$ cat config.mk
export PLATFORM = sky130hd
export DESIGN_NAME = rv_decode_top
export DESIGN_NICKNAME = d
export VERILOG_FILES = /design/src/source/rv_isa_pkg.sv /design/src/source/decode_cfg_pkg.sv /design/src/source/instr_buffer.sv /design/src/source/instr_classify.sv /design/src/source/imm_gen.sv /design/src/source/decode_flow_ctrl.sv /design/src/source/rv_decode_top.sv
export SDC_FILE = /design/constraint.sdc
export NUM_CORES = 1
export LEC_CHECK = 0
export ABC_AREA = 1
export BUFFER_PORTS_ARGS = -buffer_cell sky130_fd_sc_hd__buf_2
export CAP_MARGIN = 20
export CORE_MARGIN = 8
export CORE_UTILIZATION = 59
export DETAILED_ROUTE_END_ITERATION = 8
export GPL_ROUTABILITY_DRIVEN = 0
export HOLD_SLACK_MARGIN = 0.12
export PLACE_DENSITY_LB_ADDON = 0.15
export SLEW_MARGIN = 20
export SYNTH_ARGS = -nofsm -noshare
export SYNTH_HDL_FRONTEND = slang
export SYNTH_SLANG_ARGS = --single-unit
$ cat constraint.sdc
create_clock -name clk_i -period 4.25 [get_ports clk_i]
set_input_delay 0.85 -clock clk_i [delete_from_list [all_inputs] [get_ports clk_i]]
set_output_delay 0.85 -clock clk_i [all_outputs]
set_load 0.005 [all_outputs]
$ cat src/source/rv_isa_pkg.sv
////////////////////////////////////////
// RV32IM instruction definitions
////////////////////////////////////////

package rv_isa_pkg;

  localparam int ILEN      = 32;
  localparam int XLEN      = 32;
  localparam int REG_IDX_W = 5;
  localparam int OP_W      = 6;
  localparam int IMM_FMT_W = 3;

  typedef logic [ILEN-1:0]      instr_t;
  typedef logic [XLEN-1:0]      xlen_t;
  typedef logic [REG_IDX_W-1:0] reg_idx_t;

  // major opcodes, bits 6:0
  localparam logic [6:0] OPC_LUI      = 7'b0110111;
  localparam logic [6:0] OPC_AUIPC    = 7'b0010111;
  localparam logic [6:0] OPC_JAL      = 7'b1101111;
  localparam logic [6:0] OPC_JALR     = 7'b1100111;
  localparam logic [6:0] OPC_BRANCH   = 7'b1100011;
  localparam logic [6:0] OPC_LOAD     = 7'b0000011;
  localparam logic [6:0] OPC_STORE    = 7'b0100011;
  localparam logic [6:0] OPC_OP_IMM   = 7'b0010011;
  localparam logic [6:0] OPC_OP       = 7'b0110011;
  localparam logic [6:0] OPC_MISC_MEM = 7'b0001111;
  localparam logic [6:0] OPC_SYSTEM   = 7'b1110011;

  // zero is reserved for illegal words
  typedef enum logic [OP_W-1:0] {
    OP_ILLEGAL = 6'd0,
    OP_LUI, OP_AUIPC, OP_JAL, OP_JALR,
    OP_BEQ, OP_BNE, OP_BLT, OP_BGE, OP_BLTU, OP_BGEU,
    OP_LB, OP_LH, OP_LW, OP_LBU, OP_LHU,
    OP_SB, OP_SH, OP_SW,
    OP_ADDI, OP_SLTI, OP_SLTIU, OP_XORI, OP_ORI, OP_ANDI,
    OP_SLLI, OP_SRLI, OP_SRAI,
    OP_ADD, OP_SUB, OP_SLL, OP_SLT, OP_SLTU,
    OP_XOR, OP_SRL, OP_SRA, OP_OR, OP_AND,
    OP_FENCE, OP_ECALL, OP_EBREAK,
    OP_MUL, OP_MULH, OP_MULHSU, OP_MULHU,
    OP_DIV, OP_DIVU, OP_REM, OP_REMU
  } rv_op_e;

  typedef enum logic [IMM_FMT_W-1:0] {
    IMM_NONE,
    IMM_I,
    IMM_S,
    IMM_B,
    IMM_U,
    IMM_J
  } imm_fmt_e;

endpackage

$ cat src/source/decode_cfg_pkg.sv
////////////////////////////////////////
// decode stage buffer and credits
////////////////////////////////////////

package decode_cfg_pkg;

  localparam int BUF_DEPTH   = 4;
  localparam int OUT_CREDITS = 2;

  localparam int BUF_IDX_W = $clog2(BUF_DEPTH);
  localparam int CREDIT_W  = $clog2(OUT_CREDITS + 1);

  typedef logic [BUF_IDX_W-1:0] buf_idx_t;
  // one extra bit so a full buffer is representable
  typedef logic [BUF_IDX_W:0]   buf_cnt_t;
  typedef logic [CREDIT_W-1:0]  credit_cnt_t;

endpackage

$ cat src/source/instr_buffer.sv
////////////////////////////////////////
// instruction word buffer
////////////////////////////////////////

`timescale 1ns/1ps

module instr_buffer (
  input  logic                     clk_i,
  input  logic                     wr_en_i,
  input  decode_cfg_pkg::buf_idx_t wr_idx_i,
  input  rv_isa_pkg::instr_t       wr_data_i,
  input  decode_cfg_pkg::buf_idx_t rd_idx_i,
  output rv_isa_pkg::instr_t       rd_data_o
);

  import rv_isa_pkg::*;
  import decode_cfg_pkg::*;

  instr_t mem_q [BUF_DEPTH];

  always_ff @(posedge clk_i) begin
    if (wr_en_i) begin
      mem_q[wr_idx_i] <= wr_data_i;
    end
  end

  // head entry seen without a clock
  assign rd_data_o = mem_q[rd_idx_i];

endmodule

$ cat src/source/instr_classify.sv
////////////////////////////////////////
// operation and register classify
////////////////////////////////////////

`timescale 1ns/1ps

module instr_classify (
  input  logic                 clk_i,
  input  logic                 rst_i,
  input  rv_isa_pkg::instr_t   instr_i,
  input  logic                 issue_i,
  output rv_isa_pkg::imm_fmt_e imm_fmt_o,
  output rv_isa_pkg::rv_op_e   op_o,
  output rv_isa_pkg::reg_idx_t rd_o,
  output rv_isa_pkg::reg_idx_t rs1_o,
  output rv_isa_pkg::reg_idx_t rs2_o
);

  import rv_isa_pkg::*;

  rv_op_e     op_d;
  imm_fmt_e   fmt;
  // rd, rs1, rs2
  logic [2:0] use_regs;

  ////////////////////////////////////////
  // mask and match table
  ////////////////////////////////////////

  always_comb begin
    op_d = OP_ILLEGAL;
    if ((instr_i & 32'h0000007F) == 32'h00000037) op_d = OP_LUI;
    if ((instr_i & 32'h0000007F) == 32'h00000017) op_d = OP_AUIPC;
    if ((instr_i & 32'h0000007F) == 32'h0000006F) op_d = OP_JAL;
    if ((instr_i & 32'h0000707F) == 32'h00000067) op_d = OP_JALR;
    if ((instr_i & 32'h0000707F) == 32'h00000063) op_d = OP_BEQ;
    if ((instr_i & 32'h0000707F) == 32'h00001063) op_d = OP_BNE;
    if ((instr_i & 32'h0000707F) == 32'h00004063) op_d = OP_BLT;
    if ((instr_i & 32'h0000707F) == 32'h00005063) op_d = OP_BGE;
    if ((instr_i & 32'h0000707F) == 32'h00006063) op_d = OP_BLTU;
    if ((instr_i & 32'h0000707F) == 32'h00007063) op_d = OP_BGEU;
    if ((instr_i & 32'h0000707F) == 32'h00000003) op_d = OP_LB;
    if ((instr_i & 32'h0000707F) == 32'h00001003) op_d = OP_LH;
    if ((instr_i & 32'h0000707F) == 32'h00002003) op_d = OP_LW;
    if ((instr_i & 32'h0000707F) == 32'h00004003) op_d = OP_LBU;
    if ((instr_i & 32'h0000707F) == 32'h00005003) op_d = OP_LHU;
    if ((instr_i & 32'h0000707F) == 32'h00000023) op_d = OP_SB;
    if ((instr_i & 32'h0000707F) == 32'h00001023) op_d = OP_SH;
    if ((instr_i & 32'h0000707F) == 32'h00002023) op_d = OP_SW;
    if ((instr_i & 32'h0000707F) == 32'h00000013) op_d = OP_ADDI;
    if ((instr_i & 32'h0000707F) == 32'h00002013) op_d = OP_SLTI;
    if ((instr_i & 32'h0000707F) == 32'h00003013) op_d = OP_SLTIU;
    if ((instr_i & 32'h0000707F) == 32'h00004013) op_d = OP_XORI;
    if ((instr_i & 32'h0000707F) == 32'h00006013) op_d = OP_ORI;
    if ((instr_i & 32'h0000707F) == 32'h00007013) op_d = OP_ANDI;
    if ((instr_i & 32'hFE00707F) == 32'h00001013) op_d = OP_SLLI;
    if ((instr_i & 32'hFE00707F) == 32'h00005013) op_d = OP_SRLI;
    if ((instr_i & 32'hFE00707F) == 32'h40005013) op_d = OP_SRAI;
    if ((instr_i & 32'hFE00707F) == 32'h00000033) op_d = OP_ADD;
    if ((instr_i & 32'hFE00707F) == 32'h40000033) op_d = OP_SUB;
    if ((instr_i & 32'hFE00707F) == 32'h00001033) op_d = OP_SLL;
    if ((instr_i & 32'hFE00707F) == 32'h00002033) op_d = OP_SLT;
    if ((instr_i & 32'hFE00707F) == 32'h00003033) op_d = OP_SLTU;
    if ((instr_i & 32'hFE00707F) == 32'h00004033) op_d = OP_XOR;
    if ((instr_i & 32'hFE00707F) == 32'h00005033) op_d = OP_SRL;
    if ((instr_i & 32'hFE00707F) == 32'h40005033) op_d = OP_SRA;
    if ((instr_i & 32'hFE00707F) == 32'h00006033) op_d = OP_OR;
    if ((instr_i & 32'hFE00707F) == 32'h00007033) op_d = OP_AND;
    if ((instr_i & 32'h0000707F) == 32'h0000000F) op_d = OP_FENCE;
    if ((instr_i & 32'hFFFFFFFF) == 32'h00000073) op_d = OP_ECALL;
    if ((instr_i & 32'hFFFFFFFF) == 32'h00100073) op_d = OP_EBREAK;
    if ((instr_i & 32'hFE00707F) == 32'h02000033) op_d = OP_MUL;
    if ((instr_i & 32'hFE00707F) == 32'h02001033) op_d = OP_MULH;
    if ((instr_i & 32'hFE00707F) == 32'h02002033) op_d = OP_MULHSU;
    if ((instr_i & 32'hFE00707F) == 32'h02003033) op_d = OP_MULHU;
    if ((instr_i & 32'hFE00707F) == 32'h02004033) op_d = OP_DIV;
    if ((instr_i & 32'hFE00707F) == 32'h02005033) op_d = OP_DIVU;
    if ((instr_i & 32'hFE00707F) == 32'h02006033) op_d = OP_REM;
    if ((instr_i & 32'hFE00707F) == 32'h02007033) op_d = OP_REMU;
  end

  // format and register use follow the major opcode of a legal word
  always_comb begin
    fmt      = IMM_NONE;
    use_regs = 3'b000;
    if (op_d != OP_ILLEGAL) begin
      case (instr_i[6:0])
        OPC_LUI, OPC_AUIPC:               fmt = IMM_U;
        OPC_JAL:                          fmt = IMM_J;
        OPC_JALR, OPC_LOAD, OPC_OP_IMM:   fmt = IMM_I;
        OPC_STORE:                        fmt = IMM_S;
        OPC_BRANCH:                       fmt = IMM_B;
        default:                          fmt = IMM_NONE;
      endcase
      case (instr_i[6:0])
        OPC_OP:                           use_regs = 3'b111;
        OPC_JALR, OPC_LOAD, OPC_OP_IMM:   use_regs = 3'b110;
        OPC_STORE, OPC_BRANCH:            use_regs = 3'b011;
        OPC_LUI, OPC_AUIPC, OPC_JAL:      use_regs = 3'b100;
        OPC_MISC_MEM, OPC_SYSTEM:         use_regs = 3'b000;
        default:                          use_regs = 3'b000;
      endcase
    end
  end

  assign imm_fmt_o = fmt;

  ////////////////////////////////////////
  // result registers
  ////////////////////////////////////////

  always_ff @(posedge clk_i) begin
    if (rst_i) begin
      op_o  <= OP_ILLEGAL;
      rd_o  <= '0;
      rs1_o <= '0;
      rs2_o <= '0;
    end else if (issue_i) begin
      op_o  <= op_d;
      rd_o  <= use_regs[2] ? instr_i[11:7] : '0;
      rs1_o <= use_regs[1] ? instr_i[19:15] : '0;
      rs2_o <= use_regs[0] ? instr_i[24:20] : '0;
    end
  end

endmodule

$ cat src/source/imm_gen.sv
////////////////////////////////////////
// immediate generation
////////////////////////////////////////

`timescale 1ns/1ps

module imm_gen (
  input  logic                 clk_i,
  input  logic                 rst_i,
  input  rv_isa_pkg::instr_t   instr_i,
  input  rv_isa_pkg::imm_fmt_e imm_fmt_i,
  input  logic                 issue_i,
  output rv_isa_pkg::xlen_t    imm_o
);

  import rv_isa_pkg::*;

  xlen_t imm_d;

  // sign always comes from bit 31
  always_comb begin
    case (imm_fmt_i)
      IMM_I:   imm_d = {{20{instr_i[31]}}, instr_i[31:20]};
      IMM_S:   imm_d = {{20{instr_i[31]}}, instr_i[31:25], instr_i[11:7]};
      IMM_B:   imm_d = {{19{instr_i[31]}}, instr_i[31], instr_i[7],
                        instr_i[30:25], instr_i[11:8], 1'b0};
      IMM_U:   imm_d = {instr_i[31:12], 12'h000};
      IMM_J:   imm_d = {{11{instr_i[31]}}, instr_i[31], instr_i[19:12],
                        instr_i[20], instr_i[30:21], 1'b0};
      default: imm_d = '0;
    endcase
  end

  always_ff @(posedge clk_i) begin
    if (rst_i) begin
      imm_o <= '0;
    end else if (issue_i) begin
      imm_o <= imm_d;
    end
  end

endmodule

$ cat src/source/decode_flow_ctrl.sv
////////////////////////////////////////
// buffer and credit control
////////////////////////////////////////

`timescale 1ns/1ps

module decode_flow_ctrl (
  input  logic                     clk_i,
  input  logic                     rst_i,
  input  logic                     instr_valid_i,
  input  logic                     dec_credit_i,
  output logic                     wr_en_o,
  output decode_cfg_pkg::buf_idx_t wr_idx_o,
  output decode_cfg_pkg::buf_idx_t rd_idx_o,
  output logic                     issue_o,
  output logic                     dec_valid_o,
  output logic                     instr_credit_o
);

  import decode_cfg_pkg::*;

  typedef enum logic {
    FLOW_IDLE,
    FLOW_ACTIVE
  } flow_state_e;

  flow_state_e state_q, state_d;
  buf_idx_t    wr_ptr_q, rd_ptr_q;
  buf_cnt_t    count_q, count_d;
  credit_cnt_t credit_q, credit_d;

  // upstream credits keep the buffer from overflowing
  assign wr_en_o  = instr_valid_i;
  assign wr_idx_o = wr_ptr_q;
  assign rd_idx_o = rd_ptr_q;
  assign issue_o  = (state_q == FLOW_ACTIVE) && (credit_q != '0);

  assign count_d  = count_q + buf_cnt_t'(instr_valid_i) - buf_cnt_t'(issue_o);
  // return and spend in one cycle cancel out
  assign credit_d = credit_q - credit_cnt_t'(issue_o) + credit_cnt_t'(dec_credit_i);
  assign state_d  = (count_d != '0) ? FLOW_ACTIVE : FLOW_IDLE;

  always_ff @(posedge clk_i) begin
    if (rst_i) begin
      state_q        <= FLOW_IDLE;
      wr_ptr_q       <= '0;
      rd_ptr_q       <= '0;
      count_q        <= '0;
      credit_q       <= credit_cnt_t'(OUT_CREDITS);
      dec_valid_o    <= 1'b0;
      instr_credit_o <= 1'b0;
    end else begin
      state_q        <= state_d;
      wr_ptr_q       <= wr_ptr_q + buf_idx_t'(instr_valid_i);
      rd_ptr_q       <= rd_ptr_q + buf_idx_t'(issue_o);
      count_q        <= count_d;
      credit_q       <= credit_d;
      dec_valid_o    <= issue_o;
      instr_credit_o <= issue_o;
    end
  end

endmodule

$ cat src/source/rv_decode_top.sv
////////////////////////////////////////
// RV32IM decode stage
////////////////////////////////////////

`timescale 1ns/1ps

module rv_decode_top (
  input  logic                 clk_i,
  input  logic                 rst_i,
  input  logic                 instr_valid_i,
  input  rv_isa_pkg::instr_t   instr_i,
  output logic                 instr_credit_o,
  input  logic                 dec_credit_i,
  output logic                 dec_valid_o,
  output rv_isa_pkg::rv_op_e   dec_op_o,
  output rv_isa_pkg::reg_idx_t dec_rd_o,
  output rv_isa_pkg::reg_idx_t dec_rs1_o,
  output rv_isa_pkg::reg_idx_t dec_rs2_o,
  output rv_isa_pkg::xlen_t    dec_imm_o
);

  import rv_isa_pkg::*;
  import decode_cfg_pkg::*;

  logic     wr_en;
  logic     issue;
  buf_idx_t wr_idx;
  buf_idx_t rd_idx;
  instr_t   head_instr;
  imm_fmt_e imm_fmt;

  decode_flow_ctrl i_flow_ctrl (
    .clk_i          (clk_i),
    .rst_i          (rst_i),
    .instr_valid_i  (instr_valid_i),
    .dec_credit_i   (dec_credit_i),
    .wr_en_o        (wr_en),
    .wr_idx_o       (wr_idx),
    .rd_idx_o       (rd_idx),
    .issue_o        (issue),
    .dec_valid_o    (dec_valid_o),
    .instr_credit_o (instr_credit_o)
  );

  instr_buffer i_buffer (
    .clk_i     (clk_i),
    .wr_en_i   (wr_en),
    .wr_idx_i  (wr_idx),
    .wr_data_i (instr_i),
    .rd_idx_i  (rd_idx),
    .rd_data_o (head_instr)
  );

  instr_classify i_classify (
    .clk_i     (clk_i),
    .rst_i     (rst_i),
    .instr_i   (head_instr),
    .issue_i   (issue),
    .imm_fmt_o (imm_fmt),
    .op_o      (dec_op_o),
    .rd_o      (dec_rd_o),
    .rs1_o     (dec_rs1_o),
    .rs2_o     (dec_rs2_o)
  );

  imm_gen i_imm_gen (
    .clk_i     (clk_i),
    .rst_i     (rst_i),
    .instr_i   (head_instr),
    .imm_fmt_i (imm_fmt),
    .issue_i   (issue),
    .imm_o     (dec_imm_o)
  );

endmodule

---- Word-level counts from Yosys, hierarchy flattened ----
Memory sizes are Yosys's and may differ from the RTL's. A register that Yosys moved wholly into a read port is not among the register bits.
Cells that the tools add are included.
Widths: inputs -> output; s select.
storage, ports and cells
  bits in writable memories ............... 128
  memories ................................ 1
  register bits ........................... 64
  output and inout port bits .............. 55
  input port bits ......................... 36
  word-level logic and storage cells ...... 145
operators by class
  add/sub/neg operators ................... 6
  equal/unequal tests ..................... 59
  muxes and demuxes ....................... 60
  reduce and logical (&&, ||, !) cells .... 8
memories
  memory          words  bits a word  rd ports  clocked after Yosys merged registers in  write ports  RTL line            text
  i_buffer.mem_q  4      32           1         1                                        1            instr_buffer.sv:19  instr_t mem_q [BUF_DEPTH];
operators with widths
  operator              count
  $mux 6                47
  $pmux 32 s5           1
  $eq 17x11->1 const B  8
  $eq 10x10->1 const B  9
  $eq 17x10->1 const B  5
  $eq 17x16->1 const B  3
  $eq 10x9->1 const B   4
  $eq 17x8->1 const B   2
  $eq 17x9->1 const B   2
  $eq 32x21->1 const B  1
  $eq 32x7->1 const B   1
  $eq 10x8->1 const B   3
  $eq 7x6->1 const B    3
  $eq 7x7->1 const B    3
  $eq 10x7->1 const B   2
  $eq 17x6->1 const B   1
  $mux 5                3
  $pmux 3 s5            1
  $eq 7x5->1 const B    2
  $pmux 3 s4            1
  $eq 10x2->1 const B   1
  $eq 10x4->1 const B   1
  $eq 10x5->1 const B   1
  $eq 10x6->1 const B   1
  17 further kinds      27

---- Depth between registers and ports, before layout ----
  depth after elaboration ................. 53
  mapped depth ............................ 29
  mapped depth without buffers ............ 27

---- Hierarchy ----
From an unflattened synthesis, not the netlist that was laid out.
second synthesis, totals
  cells, all modules ...................... 1,146
  area, all modules ....................... 9,487.8 µm²
modules (own cells, without submodules)
  module            area each (µm²)  instances  seq. area each (µm²)  cells each
  instr_buffer      5,437.7          1          3,843.7               509
  instr_classify    2,059.5          1          420.4                 362
  imm_gen           1,468.9          1          640.6                 209
  decode_flow_ctrl  521.8            1          220.2                 66

---- Worst setup path after synthesis ----
No wires, ideal clock.
  kind .................................... input -> register
  start point ............................. input port instr_valid_i
  end point ............................... memory i_buffer.mem_q[0][0] in the netlist's numbering, enable pin
  arrival ................................. 3.107 ns
  buffers on the path ..................... 0
  setup slack ............................. 0.681 ns
  data required time ...................... 3.789 ns
  cell stages on the path ................. 2
  library setup time ...................... 0.461 ns
  cell sequence ........................... inv_1 nor3_1
on the way
  longest elaborated chain between the ends .. 2
RTL lines
  element                       RTL line             text
  start: declaration            rv_decode_top.sv:10  input logic instr_valid_i,
  $mux 1                        instr_buffer.sv:22   if (wr_en_i) begin
  $mux 1 (not written as such)  instr_buffer.sv:23   mem_q[wr_idx_i] <= wr_data_i;
  end: declaration              instr_buffer.sv:19
Every way passes these cells.

==> impl_metrics.yaml <==
floorplan:
  ios: 91
  start_util: 0.599
  dieArea_sq_um: 18800
  die_w_microns: 137
  fp-row-count: 44
  chipHeight_microns: 137
  core-area_sq_um: 14400
worst_setup_path:
  path_max_fanout: 42
  arrival_ns: 4.05
  worstSetupEndpointType: "flop"
  required_ns: 4.55
  crit_type: "reg2reg"
  cp-start-kind: "flop"
synthesis:
  syn_area_sq_um: 8640
  synth_seq_area_share: 0.593
  syn_nets: 978
  syn_area_per_cell_sq_um: 9.24
  syn_inst: 935
  ys_ff_latch: 192
  ys.warnings.count: 0
  synth_cell_type_count: 47
global_routing:
  grt_pass1_vias: 6276
  gr-usage-met2: 0.341
  grt_pass1_wl_microns: 31700
  use_met1: 0.290
  busiest_layer: "met2"
  grt-ovfl-total: 0
  met3_usage: 0.0492
  grt.total_usage: 0.217
  grt_max_degree: 56
  antenna_found_initial: 0
power_and_ir_drop:
  vdd_drop_max_v: 0.000387
  clock_power_share: 0.274
  power.switching_uw: 2160
  switching_share: 0.383
  power_frac_comb: 0.340
  intPower_uw: 3470
  power.share.sequential: 0.385
  power_leakage_uw: 0.00408
  p_per_area_nw_per_um2: 574
timing:
  slew-limit-headroom: 0.542
  fin_crit_sh: 0.883
  worst_pin_slew_ns: 0.687
  finalSetupViolCount: 0
  hold_viol: 0
  worst_slack_ns: 0.499
  rsz0062_at_grt: "false"
  whs_ns: 0.462
  fmax_mhz: 267
  finalMaxSlewViolations: 0
  fin_tns_setup_ns: 0
  min_period_ns: 3.75
  clock-skew-final_ns: 0.00644
route:
  wl_microns: 20200
  dr.pass1.iters: 6
  post-route-drc-count: 0
  wl_per_cell_microns: 16.6
  drtIter0Drc: 830
  vias_per_cell: 5.57
  ant_nets: 0
  vias: 6772
flow_run:
  maxCapViolCount: 0
final_layout:
  num_antenna_cells: 0
  area_growth_pct: 13.5
  fill_cells: 1179
  final_nets: 1062
  fin_util: 0.680
  drive_gt1_frac: 0.173
  fin_area_sq_um: 9800
clock_tree:
  postCtsSetupBuffers: 0
  insertion_delay_ns: 0.43
  cts.sinks: 192
  cts_root_buf: "clkbuf_16"
  cts_tree: "done"
  path_clk_slew_ns: 0.07
  cts_made_buffers: 17
  cts_max_path_buffers: 2
  htreeDepth: 4
placed_design:
  io_buffers: 90
  place_worst_setup_slack_ns: 0.515
  hpwl_microns: 13800
  place_area_sq_um: 9230
hold_path:
  hold_path.class: "reg2reg"
status:
  status: "finished, final reports clean"
[layout make-up]
class	instances	area, sq um	share of cell area
tap	184	230	0.0235
clock inverter	14	136	0.0139
sequential	192	5130	0.523
timing repair buffer	107	582	0.0593
inverter	92	353	0.0360
multi-input combinational	609	2950	0.301
clock buffer	18	429	0.0438
[worst max-delay path, stage by stage, from the launching register on]
cell	delay, ns
dfxtp_2	0.46
buf_6	0.31
a21oi_1	0.10
o21ai_0	0.09
nand2_1	0.21
nand2_1	0.18
nor2_1	0.08
inv_2	0.07
nor2_1	0.06
inv_1	0.14
nor2_1	0.07
o21ai_0	0.26
nand3_1	0.12
nor4_1	0.38
nand4_1	0.14
nor2_1	0.15
nand3_2	0.15
nand2_2	0.12
nand2_2	0.10
nand2_2	0.19
nand2_1	0.08
nand2_1	0.06
a21oi_1	0.06
[flip-flops by register name, summed over array words and instances (netlist names)]
signal,flops
i_buffer.mem_q,128
i_imm_gen.imm_o,32
i_classify.op_o,6
i_classify.rd_o,5
i_classify.rs1_o,5
i_classify.rs2_o,5
i_flow_ctrl.count_q,3
i_flow_ctrl.credit_q,2
i_flow_ctrl.rd_idx_o,2
i_flow_ctrl.wr_idx_o,2
i_flow_ctrl.dec_valid_o,1
i_flow_ctrl.state_q,1
[power groups by stage]
stage | clock [uW] | sequential, uW | combinational, uW
after floorplan | 0 | 2180 | 1420
after global placement | 0 | 2200 | 1850
after detailed placement | 0 | 2210 | 1870
after CTS | 1560 | 2170 | 1880
after global routing | 1630 | 2180 | 2120
final | 1540 | 2170 | 1910
[synth_stat cells, drive strengths merged]
cell       n  area share
dfxtp     64        0.15
ha         6      0.0087
o21ai     37       0.023
nor4       6      0.0043
buf       31       0.024
inv       92       0.041
xnor2      2      0.0020
and2       1     0.00072
o211ai     2      0.0023
nor3b      1     0.00087
fa         1      0.0023
nand2    262        0.12
nor2      78       0.035
o311ai     1      0.0010
o31ai      1     0.00087
nor3      20       0.012
o2111ai    1      0.0010
a22oi      1     0.00087
xor2       3      0.0030
nand3     72       0.042
nand4     18       0.013
a211oi     2      0.0023
clkbuf    11      0.0048
or2        4      0.0029
edfxtp   128        0.44
a21oi     69       0.040
o22ai      6      0.0043
o41ai      2      0.0029
a32oi     11       0.013
a21boi     2      0.0017
[metal layers]
metal	vias to the layer above	part of all wire
li1	3328	-
met1	3113	0.44
met2	289	0.45
met3	42	0.081
met4	0	0.021
met5	-	0
[through the flow]
step                instances  power [uW]
global placement         1184        4050
CTS                      1216        5600
global route             1216        5930
detailed placement       1184        4070
floorplan                 935        3600
finish                   1216        5620
[cell usage in the layout, fill, tap and decap left out, types with 3 or more instances in the layout]
cell type  Yosys  routed
o21ai_0       32      31
edfxtp_1     128     128
inv_1         77      77
nor2_2         3       3
nor4_1         6       6
clkbuf_16      0      17
nor2_1        75      75
clkinv_1       0       4
xor2_1         3       3
buf_2         14      90
a21oi_1       68      68
inv_2         13      13
o22ai_1        6       6
nand2_2        9       9
ha_1           6       6
nand3_1       71      71
o21ai_1        4       4
a32oi_1       10      10
buf_4         11      16
nand2_1      253     253
nand4_1       18      18
or2_2          4       4
dfxtp_1       64      63
nor3_2         1       5
inv_6          1       4
nor3_1        19      15
[cells by family (layout without fill, tap and decap cells)]
kind of cell,count (synthesis),in the layout,share of synthesized area
flops,192,192,0.593
fa+ha+maj,7,7,0.0110
compound gates,135,135,0.0938
buf+inv,134,231,0.0694
xor+xnor,5,5,0.00507
simple gates,462,462,0.228
[path summary, 6_finish.rpt]
check        slack (ns)  cells past startpoint                   to                     from
max                0.50                     22  i_imm_gen.imm_o[27]  i_flow_ctrl.rd_idx_o[0]
min                0.46                      2  i_imm_gen.imm_o[14]      i_imm_gen.imm_o[14]
max reg2reg        0.50                     22  i_imm_gen.imm_o[27]  i_flow_ctrl.rd_idx_o[0]
min reg2reg        0.46                      2  i_imm_gen.imm_o[14]      i_imm_gen.imm_o[14]
[timing repair]
action,4_1_cts,5_1_grt
endpoints found under the hold margin,0,0
gates resized for setup,0,1
hold buffers,0,0
setup endpoints to repair,0,11
Note: power is estimated with default switching activity, not from simulation.
